$ cat src/router_pkg.sv
// router_pkg holds the shared types and constants of the mesh tile router
package router_pkg;

    // ==================================================
    // sizes
    // ==================================================
    localparam int NUM_PORTS    = 5;   // N E S W local
    localparam int TILE_COORD_W = 4;   // per axis
    localparam int OFFSET_W     = 24;  // address below the tile byte
    localparam int DATA_W       = 32;

    // tile coordinate, x in the upper nibble
    typedef struct packed {
        logic [TILE_COORD_W-1:0] x;
        logic [TILE_COORD_W-1:0] y;
    } t_tile_id;

    // port index, also the arbiter id
    typedef enum logic [2:0] {
        NORTH = 3'd0,
        EAST  = 3'd1,
        SOUTH = 3'd2,
        WEST  = 3'd3,
        LOCAL = 3'd4
    } t_cardinal;

    typedef enum logic [1:0] {
        RD     = 2'd0,
        WR     = 2'd1,
        RD_RSP = 2'd2,
        WR_RSP = 2'd3
    } t_opcode;

    // ==================================================
    // address and transaction
    // ==================================================
    typedef struct packed {
        t_tile_id              dest_tile;  // top byte picks the tile
        logic [OFFSET_W-1:0]   offset;
    } t_addr_fields;

    // same 32 bits seen raw or split
    typedef union packed {
        logic [DATA_W-1:0] raw;
        t_addr_fields      fields;
    } t_addr;

    typedef struct packed {
        t_opcode           opcode;
        t_addr             address;
        logic [DATA_W-1:0] data;
        t_cardinal         next_tile_fifo_arb_id;  // exit port, filled by the decoder
    } t_tile_trans;

    typedef logic [NUM_PORTS-1:0] t_port_mask;  // bit per t_cardinal

endpackage

$ cat src/fab_link_if.sv
// fab_link_if is the valid/ready link that carries one tile transaction per transfer
`timescale 1ns/1ps

interface fab_link_if;

    logic                    valid;  // req is meaningful
    logic                    ready;  // receiver can take it
    router_pkg::t_tile_trans req;

    // upstream side
    modport sender (
        output valid,
        output req,
        input  ready
    );

    // downstream side
    modport receiver (
        input  valid,
        input  req,
        output ready
    );

endinterface

$ cat src/route_decode.sv
// route_decode buffers one incoming transaction and picks its XY exit port
`timescale 1ns/1ps

module route_decode (
    input  logic                          clk,
    input  logic                          reset,
    input  router_pkg::t_tile_id          local_tile_id,
    fab_link_if.receiver                  in_link,
    input  logic                          grant,       // OR of all arbiter grants for us
    output logic                          pend_valid,
    output router_pkg::t_tile_trans       pend_req,
    output router_pkg::t_cardinal         pend_card
);

    logic                    buf_valid;
    router_pkg::t_tile_trans buf_req;    // payload, no reset
    router_pkg::t_tile_id    dest;
    router_pkg::t_cardinal   card_d;     // decoded exit for the incoming req

    // ==================================================
    // XY decode on the incoming transaction
    // ==================================================
    assign dest = in_link.req.address.fields.dest_tile;

    always_comb begin
        // x first
        if (dest.x > local_tile_id.x) begin
            card_d = router_pkg::EAST;
        end else if (dest.x < local_tile_id.x) begin
            card_d = router_pkg::WEST;
        // then y, south grows y
        end else if (dest.y > local_tile_id.y) begin
            card_d = router_pkg::SOUTH;
        end else if (dest.y < local_tile_id.y) begin
            card_d = router_pkg::NORTH;
        end else begin
            card_d = router_pkg::LOCAL;  // arrived
        end
    end

    // ==================================================
    // one entry buffer
    // ==================================================
    // take a new one when empty or when the current one leaves this cycle
    assign in_link.ready = !buf_valid || grant;

    always_ff @(posedge clk) begin
        if (reset) begin
            buf_valid <= 1'b0;
        end else if (in_link.valid && in_link.ready) begin
            buf_valid <= 1'b1;
        end else if (grant) begin
            buf_valid <= 1'b0;  // drained, nothing new
        end
    end

    always_ff @(posedge clk) begin
        if (in_link.valid && in_link.ready) begin
            buf_req                       <= in_link.req;
            buf_req.next_tile_fifo_arb_id <= card_d;  // stamp exit port
        end
    end

    assign pend_valid = buf_valid;
    assign pend_req   = buf_req;
    assign pend_card  = buf_req.next_tile_fifo_arb_id;

endmodule

$ cat src/out_port_arb.sv
// out_port_arb picks one input round robin for its output port and forwards that transaction
`timescale 1ns/1ps

module out_port_arb (
    input  logic                    clk,
    input  logic                    reset,
    input  router_pkg::t_cardinal   port_id,                                  // tied per instance
    input  router_pkg::t_port_mask  req_valid,
    input  router_pkg::t_cardinal   req_card [router_pkg::NUM_PORTS],
    input  var router_pkg::t_tile_trans req_data [router_pkg::NUM_PORTS],
    output router_pkg::t_port_mask  grant,
    fab_link_if.sender              out_link
);

    router_pkg::t_port_mask req_mask;    // inputs heading to this port
    router_pkg::t_cardinal  rr_ptr;      // highest priority next round
    router_pkg::t_cardinal  rr_idx;
    logic                   rr_found;
    logic                   lock_valid;  // stalled last cycle, keep same winner
    router_pkg::t_cardinal  lock_idx;
    router_pkg::t_cardinal  win_idx;
    logic                   xfer;

    // ==================================================
    // requests and round robin pick
    // ==================================================
    always_comb begin
        for (int i = 0; i < router_pkg::NUM_PORTS; i++) begin
            req_mask[i] = req_valid[i] && (req_card[i] == port_id);
        end
    end

    always_comb begin : rr_pick
        int cand;
        rr_found = 1'b0;
        rr_idx   = router_pkg::NORTH;
        // walk from the pointer, first requester wins
        for (int i = 0; i < router_pkg::NUM_PORTS; i++) begin
            cand = int'(rr_ptr) + i;
            if (cand >= router_pkg::NUM_PORTS) begin
                cand = cand - router_pkg::NUM_PORTS;  // wrap
            end
            if (!rr_found && req_mask[cand]) begin
                rr_found = 1'b1;
                rr_idx   = router_pkg::t_cardinal'(cand);
            end
        end
    end

    // held winner keeps req stable while the register is full
    assign win_idx = lock_valid ? lock_idx : rr_idx;

    assign out_link.valid = |req_mask;
    assign out_link.req   = req_data[win_idx];
    assign xfer           = out_link.valid && out_link.ready;

    always_comb begin
        grant = '0;
        if (xfer) begin
            grant[win_idx] = 1'b1;  // one hot, back to the decoder
        end
    end

    // ==================================================
    // pointer and stall lock
    // ==================================================
    always_ff @(posedge clk) begin
        if (reset) begin
            rr_ptr     <= router_pkg::NORTH;
            lock_valid <= 1'b0;
        end else begin
            lock_valid <= out_link.valid && !out_link.ready;
            if (xfer) begin
                // start after the last winner
                rr_ptr <= (win_idx == router_pkg::LOCAL) ? router_pkg::NORTH
                                                         : router_pkg::t_cardinal'(win_idx + 3'd1);
            end
        end
    end

    always_ff @(posedge clk) begin
        lock_idx <= win_idx;  // only looked at when lock_valid
    end

endmodule

$ cat src/out_port_reg.sv
// out_port_reg is the one entry output register that drives an outgoing link
`timescale 1ns/1ps

module out_port_reg (
    input  logic          clk,
    input  logic          reset,
    fab_link_if.receiver  in_link,   // from the arbiter
    fab_link_if.sender    out_link   // to the next tile
);

    logic                    full;
    router_pkg::t_tile_trans data_q;

    // refill in the same cycle the entry drains, no bubble
    assign in_link.ready = !full || out_link.ready;

    always_ff @(posedge clk) begin
        if (reset) begin
            full <= 1'b0;
        end else if (in_link.ready) begin
            full <= in_link.valid;  // load, drain or both
        end
    end

    always_ff @(posedge clk) begin
        if (in_link.valid && in_link.ready) begin
            data_q <= in_link.req;
        end
    end

    // held steady while the far side stalls
    assign out_link.valid = full;
    assign out_link.req   = data_q;

endmodule

$ cat src/router.sv
// router is the five port crossbar with per input decode and per output arbitration
`timescale 1ns/1ps

module router (
    input  logic                  clk,
    input  logic                  reset,
    input  router_pkg::t_tile_id  local_tile_id,
    fab_link_if.receiver          in_links  [router_pkg::NUM_PORTS],  // indexed by t_cardinal
    fab_link_if.sender            out_links [router_pkg::NUM_PORTS]
);

    router_pkg::t_port_mask  pend_valid;
    router_pkg::t_tile_trans pend_req  [router_pkg::NUM_PORTS];
    router_pkg::t_cardinal   pend_card [router_pkg::NUM_PORTS];
    router_pkg::t_port_mask  arb_grant [router_pkg::NUM_PORTS];  // per arbiter, bit per input
    router_pkg::t_port_mask  dec_grant;                          // per input

    fab_link_if arb_to_reg [router_pkg::NUM_PORTS] ();

    // ==================================================
    // grant transpose
    // ==================================================
    // at most one arbiter grants a given input
    always_comb begin
        dec_grant = '0;
        for (int a = 0; a < router_pkg::NUM_PORTS; a++) begin
            dec_grant = dec_grant | arb_grant[a];
        end
    end

    for (genvar p = 0; p < router_pkg::NUM_PORTS; p++) begin : g_port
        // input side
        route_decode u_dec (
            .clk           (clk),
            .reset         (reset),
            .local_tile_id (local_tile_id),
            .in_link       (in_links[p]),
            .grant         (dec_grant[p]),
            .pend_valid    (pend_valid[p]),
            .pend_req      (pend_req[p]),
            .pend_card     (pend_card[p])
        );

        // output side, sees every input
        out_port_arb u_arb (
            .clk       (clk),
            .reset     (reset),
            .port_id   (router_pkg::t_cardinal'(p)),
            .req_valid (pend_valid),
            .req_card  (pend_card),
            .req_data  (pend_req),
            .grant     (arb_grant[p]),
            .out_link  (arb_to_reg[p])
        );

        out_port_reg u_reg (
            .clk      (clk),
            .reset    (reset),
            .in_link  (arb_to_reg[p]),
            .out_link (out_links[p])
        );
    end

endmodule

$ cat src/mini_core_tile.sv
// mini_core_tile is the tile top that exposes the router links as plain ports
`timescale 1ns/1ps

module mini_core_tile (
    input  logic                        clk,
    input  logic                        reset,
    input  router_pkg::t_tile_id        local_tile_id,
    // ==================================================
    // north, east, south, west, local
    // ==================================================
    input  logic                        in_north_req_valid,
    input  var router_pkg::t_tile_trans in_north_req,
    output logic                        out_north_ready,
    output logic                        out_north_req_valid,
    output router_pkg::t_tile_trans     out_north_req,
    input  logic                        in_north_ready,
    input  logic                        in_east_req_valid,
    input  var router_pkg::t_tile_trans in_east_req,
    output logic                        out_east_ready,
    output logic                        out_east_req_valid,
    output router_pkg::t_tile_trans     out_east_req,
    input  logic                        in_east_ready,
    input  logic                        in_south_req_valid,
    input  var router_pkg::t_tile_trans in_south_req,
    output logic                        out_south_ready,
    output logic                        out_south_req_valid,
    output router_pkg::t_tile_trans     out_south_req,
    input  logic                        in_south_ready,
    input  logic                        in_west_req_valid,
    input  var router_pkg::t_tile_trans in_west_req,
    output logic                        out_west_ready,
    output logic                        out_west_req_valid,
    output router_pkg::t_tile_trans     out_west_req,
    input  logic                        in_west_ready,
    // local core link, driven from outside for now
    input  logic                        in_local_req_valid,
    input  var router_pkg::t_tile_trans in_local_req,
    output logic                        out_local_ready,
    output logic                        out_local_req_valid,
    output router_pkg::t_tile_trans     out_local_req,
    input  logic                        in_local_ready
);

    fab_link_if in_if  [router_pkg::NUM_PORTS] ();  // into the router
    fab_link_if out_if [router_pkg::NUM_PORTS] ();  // out of the router

    router router_inst (
        .clk           (clk),
        .reset         (reset),
        .local_tile_id (local_tile_id),
        .in_links      (in_if),
        .out_links     (out_if)
    );

    // ==================================================
    // port mapping
    // ==================================================
    assign in_if[router_pkg::NORTH].valid  = in_north_req_valid;
    assign in_if[router_pkg::NORTH].req    = in_north_req;
    assign out_north_ready                 = in_if[router_pkg::NORTH].ready;
    assign out_north_req_valid             = out_if[router_pkg::NORTH].valid;
    assign out_north_req                   = out_if[router_pkg::NORTH].req;
    assign out_if[router_pkg::NORTH].ready = in_north_ready;

    assign in_if[router_pkg::EAST].valid   = in_east_req_valid;
    assign in_if[router_pkg::EAST].req     = in_east_req;
    assign out_east_ready                  = in_if[router_pkg::EAST].ready;
    assign out_east_req_valid              = out_if[router_pkg::EAST].valid;
    assign out_east_req                    = out_if[router_pkg::EAST].req;
    assign out_if[router_pkg::EAST].ready  = in_east_ready;

    assign in_if[router_pkg::SOUTH].valid  = in_south_req_valid;
    assign in_if[router_pkg::SOUTH].req    = in_south_req;
    assign out_south_ready                 = in_if[router_pkg::SOUTH].ready;
    assign out_south_req_valid             = out_if[router_pkg::SOUTH].valid;
    assign out_south_req                   = out_if[router_pkg::SOUTH].req;
    assign out_if[router_pkg::SOUTH].ready = in_south_ready;

    assign in_if[router_pkg::WEST].valid   = in_west_req_valid;
    assign in_if[router_pkg::WEST].req     = in_west_req;
    assign out_west_ready                  = in_if[router_pkg::WEST].ready;
    assign out_west_req_valid              = out_if[router_pkg::WEST].valid;
    assign out_west_req                    = out_if[router_pkg::WEST].req;
    assign out_if[router_pkg::WEST].ready  = in_west_ready;

    // core side of the local port
    assign in_if[router_pkg::LOCAL].valid  = in_local_req_valid;
    assign in_if[router_pkg::LOCAL].req    = in_local_req;
    assign out_local_ready                 = in_if[router_pkg::LOCAL].ready;
    assign out_local_req_valid             = out_if[router_pkg::LOCAL].valid;
    assign out_local_req                   = out_if[router_pkg::LOCAL].req;
    assign out_if[router_pkg::LOCAL].ready = in_local_ready;

endmodule

$ cat config.mk
export PLATFORM = sky130hd
export DESIGN_NAME = mini_core_tile
export DESIGN_NICKNAME = d
export VERILOG_FILES = /design/src/router_pkg.sv /design/src/fab_link_if.sv /design/src/route_decode.sv /design/src/out_port_arb.sv /design/src/out_port_reg.sv /design/src/router.sv /design/src/mini_core_tile.sv
export SDC_FILE = /design/constraint.sdc
export NUM_CORES = 2
export LEC_CHECK = 0
export BUFFER_PORTS_ARGS = -buffer_cell sky130_fd_sc_hd__buf_2
export CORE_MARGIN = 1
export CORE_UTILIZATION = 30
export DETAILED_ROUTE_END_ITERATION = 16
export GPL_ROUTABILITY_DRIVEN = 0
export PLACE_DENSITY = 0.59
export SKIP_LAST_GASP = 1
export SYNTH_ARGS = -nofsm -noshare
export SYNTH_HDL_FRONTEND = slang
export SYNTH_SLANG_ARGS = --single-unit
$ cat constraint.sdc
create_clock -name clk -period 9.38 [get_ports clk]
set_clock_uncertainty 0.1 [all_clocks]
set_input_delay 0 -clock clk [delete_from_list [all_inputs] [get_ports clk]]
set_output_delay 0 -clock clk [all_outputs]
set_load 0.01 [all_outputs]
==> run_results.csv <==
group,metric,value,unit
synthesis,synthTopCellsByArea,"edfxtp_1 (49%), mux2i_1 (12%), mux4_2 (3.9%)",
synthesis,yosysSeqAreaShare,50.7,%
clocking,cts_buffer_depth,3,
job,maxCapViolCount,0,
clocking,ctsHoldBuffers,685,
synthesis,synth_edf_count,690,
synthesis,netlist_top_cells_count,"edfxtp_1 (690), mux2i_1 (511), nand2_1 (379)",
synthesis,synth_top_area_cell,"edfxtp_1",
synthesis,synth-simple-area-share,10.0,%
detailed_routing,drt_iter0_markers,5108,
timing,max_freq,135,MHz
synthesis,synth_warnings,0,
timing,rsz0062_at_grt,"no",
critical_path,crit_type,"flop to flop",
power,vdd_drop_max,0.000459,V
global_route,grt_pass1_vias,38400,
critical_path,critPathLaunchType,"flop",
floorplanning,die_h,379,µm
clocking,cts.repair.resized,0,
hold_path,hold_class,"input pin to flop",
power,swShare,42.4,%
power,power,18.2,mW
synthesis,post-synth-top-count-cell,"edfxtp_1",
synthesis,async_reset_ff_share,0,%
detailed_routing,vias,39600,
critical_path,path_delay_family,"simple AND/OR/NAND/NOR gates",
clocking,clk_latency,710,ps
timing,slew_viol_final,0,
timing,min_period,7390,ps
power,sequentialPowerShare,29.7,%
critical_path,worst-path-buf-inv,3,
floorplanning,coreArea,141000,µm²
floorplanning,die_w,379,µm
timing,hold_viol_final,0,
global_route,antenna_found_initial,29,
critical_path,crit_chain,"inv_1 -> ha_1 -> inv_1 -> ha_1 -> or3_1 -> o211ai_1 -> mux2_2 -> mux2i_1 -> o21ai_0 -> or2_2 -> nor3_1 -> a221o_4 -> nand2_4 -> nor3_1 -> a211o_1 -> and2_4 -> buf_4",
clocking,htreeDepth,3,
power,p_comb_share,51.0,%
power,power.density,314,nW/µm²
floorplanning,start_util,30.2,%
floorplanning,dieArea,144000,µm²
detailed_routing,drc,0,
hold_path,min_delay_path_depth,2,
global_route,grt_util_all_layers,25.8,%
clocking,cts_setup_buffers,0,
detailed_routing,avgRoutedWirePerCell,27.9,µm
placed_design,io_buffers,704,
synthesis,netlist-cell-type-count,92,
critical_path,cp_max_fo,65,
timing,slew_headroom,21.4,%
synthesis,syn_inst,3682,
hold_path,hold_path.startpoint,"in_west_req[47]",
synthesis,yosys_most_used_dff,"edfxtp_1",
clocking,clk_pin_slew_worst_paths,60,ps
detailed_routing,routed_via_density,5.73,
critical_path,critPathLaunch,"router_inst.g_port[2].u_arb.rr_ptr[0]",
floorplanning,pin_count,720,
final_layout,n_fill_cell,13400,
critical_path,slowest_delay,890,ps
synthesis,syn_area,42700,µm²
timing,worstMarginPinSlew,1180,ps
critical_path,cp_slowest_cell,"dfxtp_1",
timing,setup_viol,0,
synthesis,synth_top_family_by_area,"multiplexers",
detailed_routing,drt-total-wl,193000,µm
global_route,grt_max_degree,81,
synthesis,syn_avg_cell_area,11.6,µm²
critical_path,r2r_cells,17,
final_layout,final_layout_size_suffix_gt1_share,21.9,%
power,pwr-share-clk,19.3,%
critical_path,cp.required,9620,ps
synthesis,synth_fp_nets,4157,
power,p_int,10.5,mW
critical_path,worstSetupPathDepth,17,
synthesis,synth_compound_area_share,14.2,%
final_layout,nets,5422,
final_layout,utilization,41.0,%
synthesis,synth_seq_cells,735,
placed_design,dpl.hpwl,121000,µm
final_layout,area_delta_synth_final,35.6,%
synthesis,synthXorXnorAreaFrac,0.472,%
clocking,cts_root_buffer,"clkbuf_16",
detailed_routing,drt_first_pass_iters,6,
global_route,grt_overflow_total,0,
timing,period_share,78.8,%
critical_path,arrival,7630,ps
synthesis,synthMuxAreaShare,17.9,%
clocking,cts.sinks,735,
outcome,outcome,"complete, no violations",
critical_path,r2r-start,"router_inst.g_port[2].u_arb.rr_ptr[0]",
synthesis,yosysTopAreaCellShare,48.6,%
synthesis,synth_fa_ha_area_share,3.23,%
clocking,cts_tree,"done",
floorplanning,rows,138,
global_route,grt_first_pass_wirelength,269000,µm
power,p_leak,23.3,nW
power,switchingPower,7.71,mW
clocking,cts_buffers,88,
detailed_routing,ant_nets,0,
timing,finalSetupTns,0,ps
critical_path,endpoint_kind,"flop",
[stage by stage]
stage	instance area (µm²)	cells	hold WS (ps)	worst slack, ps
6_report	57900	6912	26.8	1990
3_3_place_gp	48100	6062	77.2	2050
2_1_floorplan	42700	3682	-1.13	576
4_1_cts	57800	6903	8.88	2070
5_1_grt	57900	6909	62.3	1590
3_5_place_dp	48100	6062	78.1	2100
[worst register-to-register path: stages (launching register included)]
cell and delay [ps]:
dfxtp_1 890, inv_1 360, ha_1 290, inv_1 50, ha_1 330, or3_1 360, o211ai_1 210, mux2_2 390
mux2i_1 120, o21ai_0 190, or2_2 360, nor3_1 390, a221o_4 790, nand2_4 590, nor3_1 310, a211o_1 180
and2_4 540, buf_4 570
[registers in the layout (all words and copies together), names as in the netlist]
name,count
router_inst.g_port.u_reg.out_link.req,345
router_inst.g_port.u_dec.pend_req,330
router_inst.g_port.u_reg.out_link.valid,5
router_inst.g_port.u_arb.lock_valid,5
router_inst.g_port.u_arb.rr_ptr,15
router_inst.g_port.u_dec.pend_valid,5
router_inst.g_port.u_arb.lock_idx,15
router_inst.g_port.u_dec.pend_card,15
[cell usage in the layout (no fill, tap or decap), types with 10 or more instances in the layout]
cell,count
o211ai_1,12
dlygate4sd3_1,685
a22o_1,72
and2_1,10
nand3_1,24
nor2_1,222
mux4_2,74
nor3_1,43
nand2_1,379
a31oi_1,14
buf_2,704
a32o_1,72
o22ai_1,228
or4_1,12
nand2b_1,34
nor4_1,13
nor3b_1,10
buf_4,60
and4_1,13
clkbuf_16,89
or3_1,12
o21a_1,21
a21oi_1,210
edfxtp_1,690
mux2_2,77
a21o_1,10
o21ai_0,119
xnor2_1,16
ha_1,110
clkbuf_1,18
a211oi_1,26
dfxtp_1,45
inv_1,71
mux2i_1,511
clkinv_2,12
nor2b_1,35
clkinv_1,14
[power by group through the flow]
| stage | Sequential [mW] | Combinational (mW) | Clock, mW |
|---|---|---|---|
| 2_1_floorplan | 5.37 | 5.58 | 0 |
| 5_1_grt | 5.45 | 9.70 | 3.68 |
| 4_1_cts | 5.37 | 9.08 | 3.57 |
| 6_report | 5.40 | 9.27 | 3.52 |
| 3_5_place_dp | 5.43 | 8.82 | 0 |
| 3_3_place_gp | 5.42 | 8.71 | 0 |
[routing by layer]
metal | global-route usage [%] | part of all wire (%) | vias to the layer above
met4 | 14.5 | 5.8 | 14
met1 | 32.6 | 38 | 19300
met3 | 6.55 | 11 | 645
met2 | 39.9 | 45 | 2803
li1 | - | - | 16800
met5 | 0 | 0.050 | -
[cell type report]
cell class | count | area [µm²] | share of cell area (%)
sequential | 735 | 21600 | 37.4
multi-input combinational | 2591 | 19800 | 34.2
tap | 1890 | 2360 | 4.09
clock inverter | 49 | 577 | 0.997
antenna | 9 | 22.5 | 0.0389
timing repair buffer | 1452 | 10900 | 18.8
clock buffer | 107 | 2290 | 3.97
inverter | 79 | 324 | 0.560
[kinds of logic (layout without fill, tap and decap cells)]
| group | count (synthesis) | count (layout) |
|---|---|---|
| buffers and inverters | 356 | 1687 |
| AOI/OAI and AO/OA | 899 | 899 |
| xor gates and xnor gates | 23 | 23 |
| and+or+nand+nor | 897 | 897 |
| adders and majority gates | 110 | 110 |
| muxes | 662 | 662 |
| DFF | 735 | 735 |
| other | 0 | 9 |
[worst paths after layout]
| path | endpoint | slack (ps) |
|---|---|---|
| worst max-delay path | router_inst.g_port[0].u_dec.pend_req[16] | 1990 |
| worst min-delay path | router_inst.g_port[3].u_dec.pend_req[47] | 30 |
| worst min register to register | router_inst.g_port[3].u_reg.out_link.valid | 450 |
| worst max register to register | router_inst.g_port[0].u_dec.pend_req[16] | 1990 |
(Power assumes the default switching activity.)
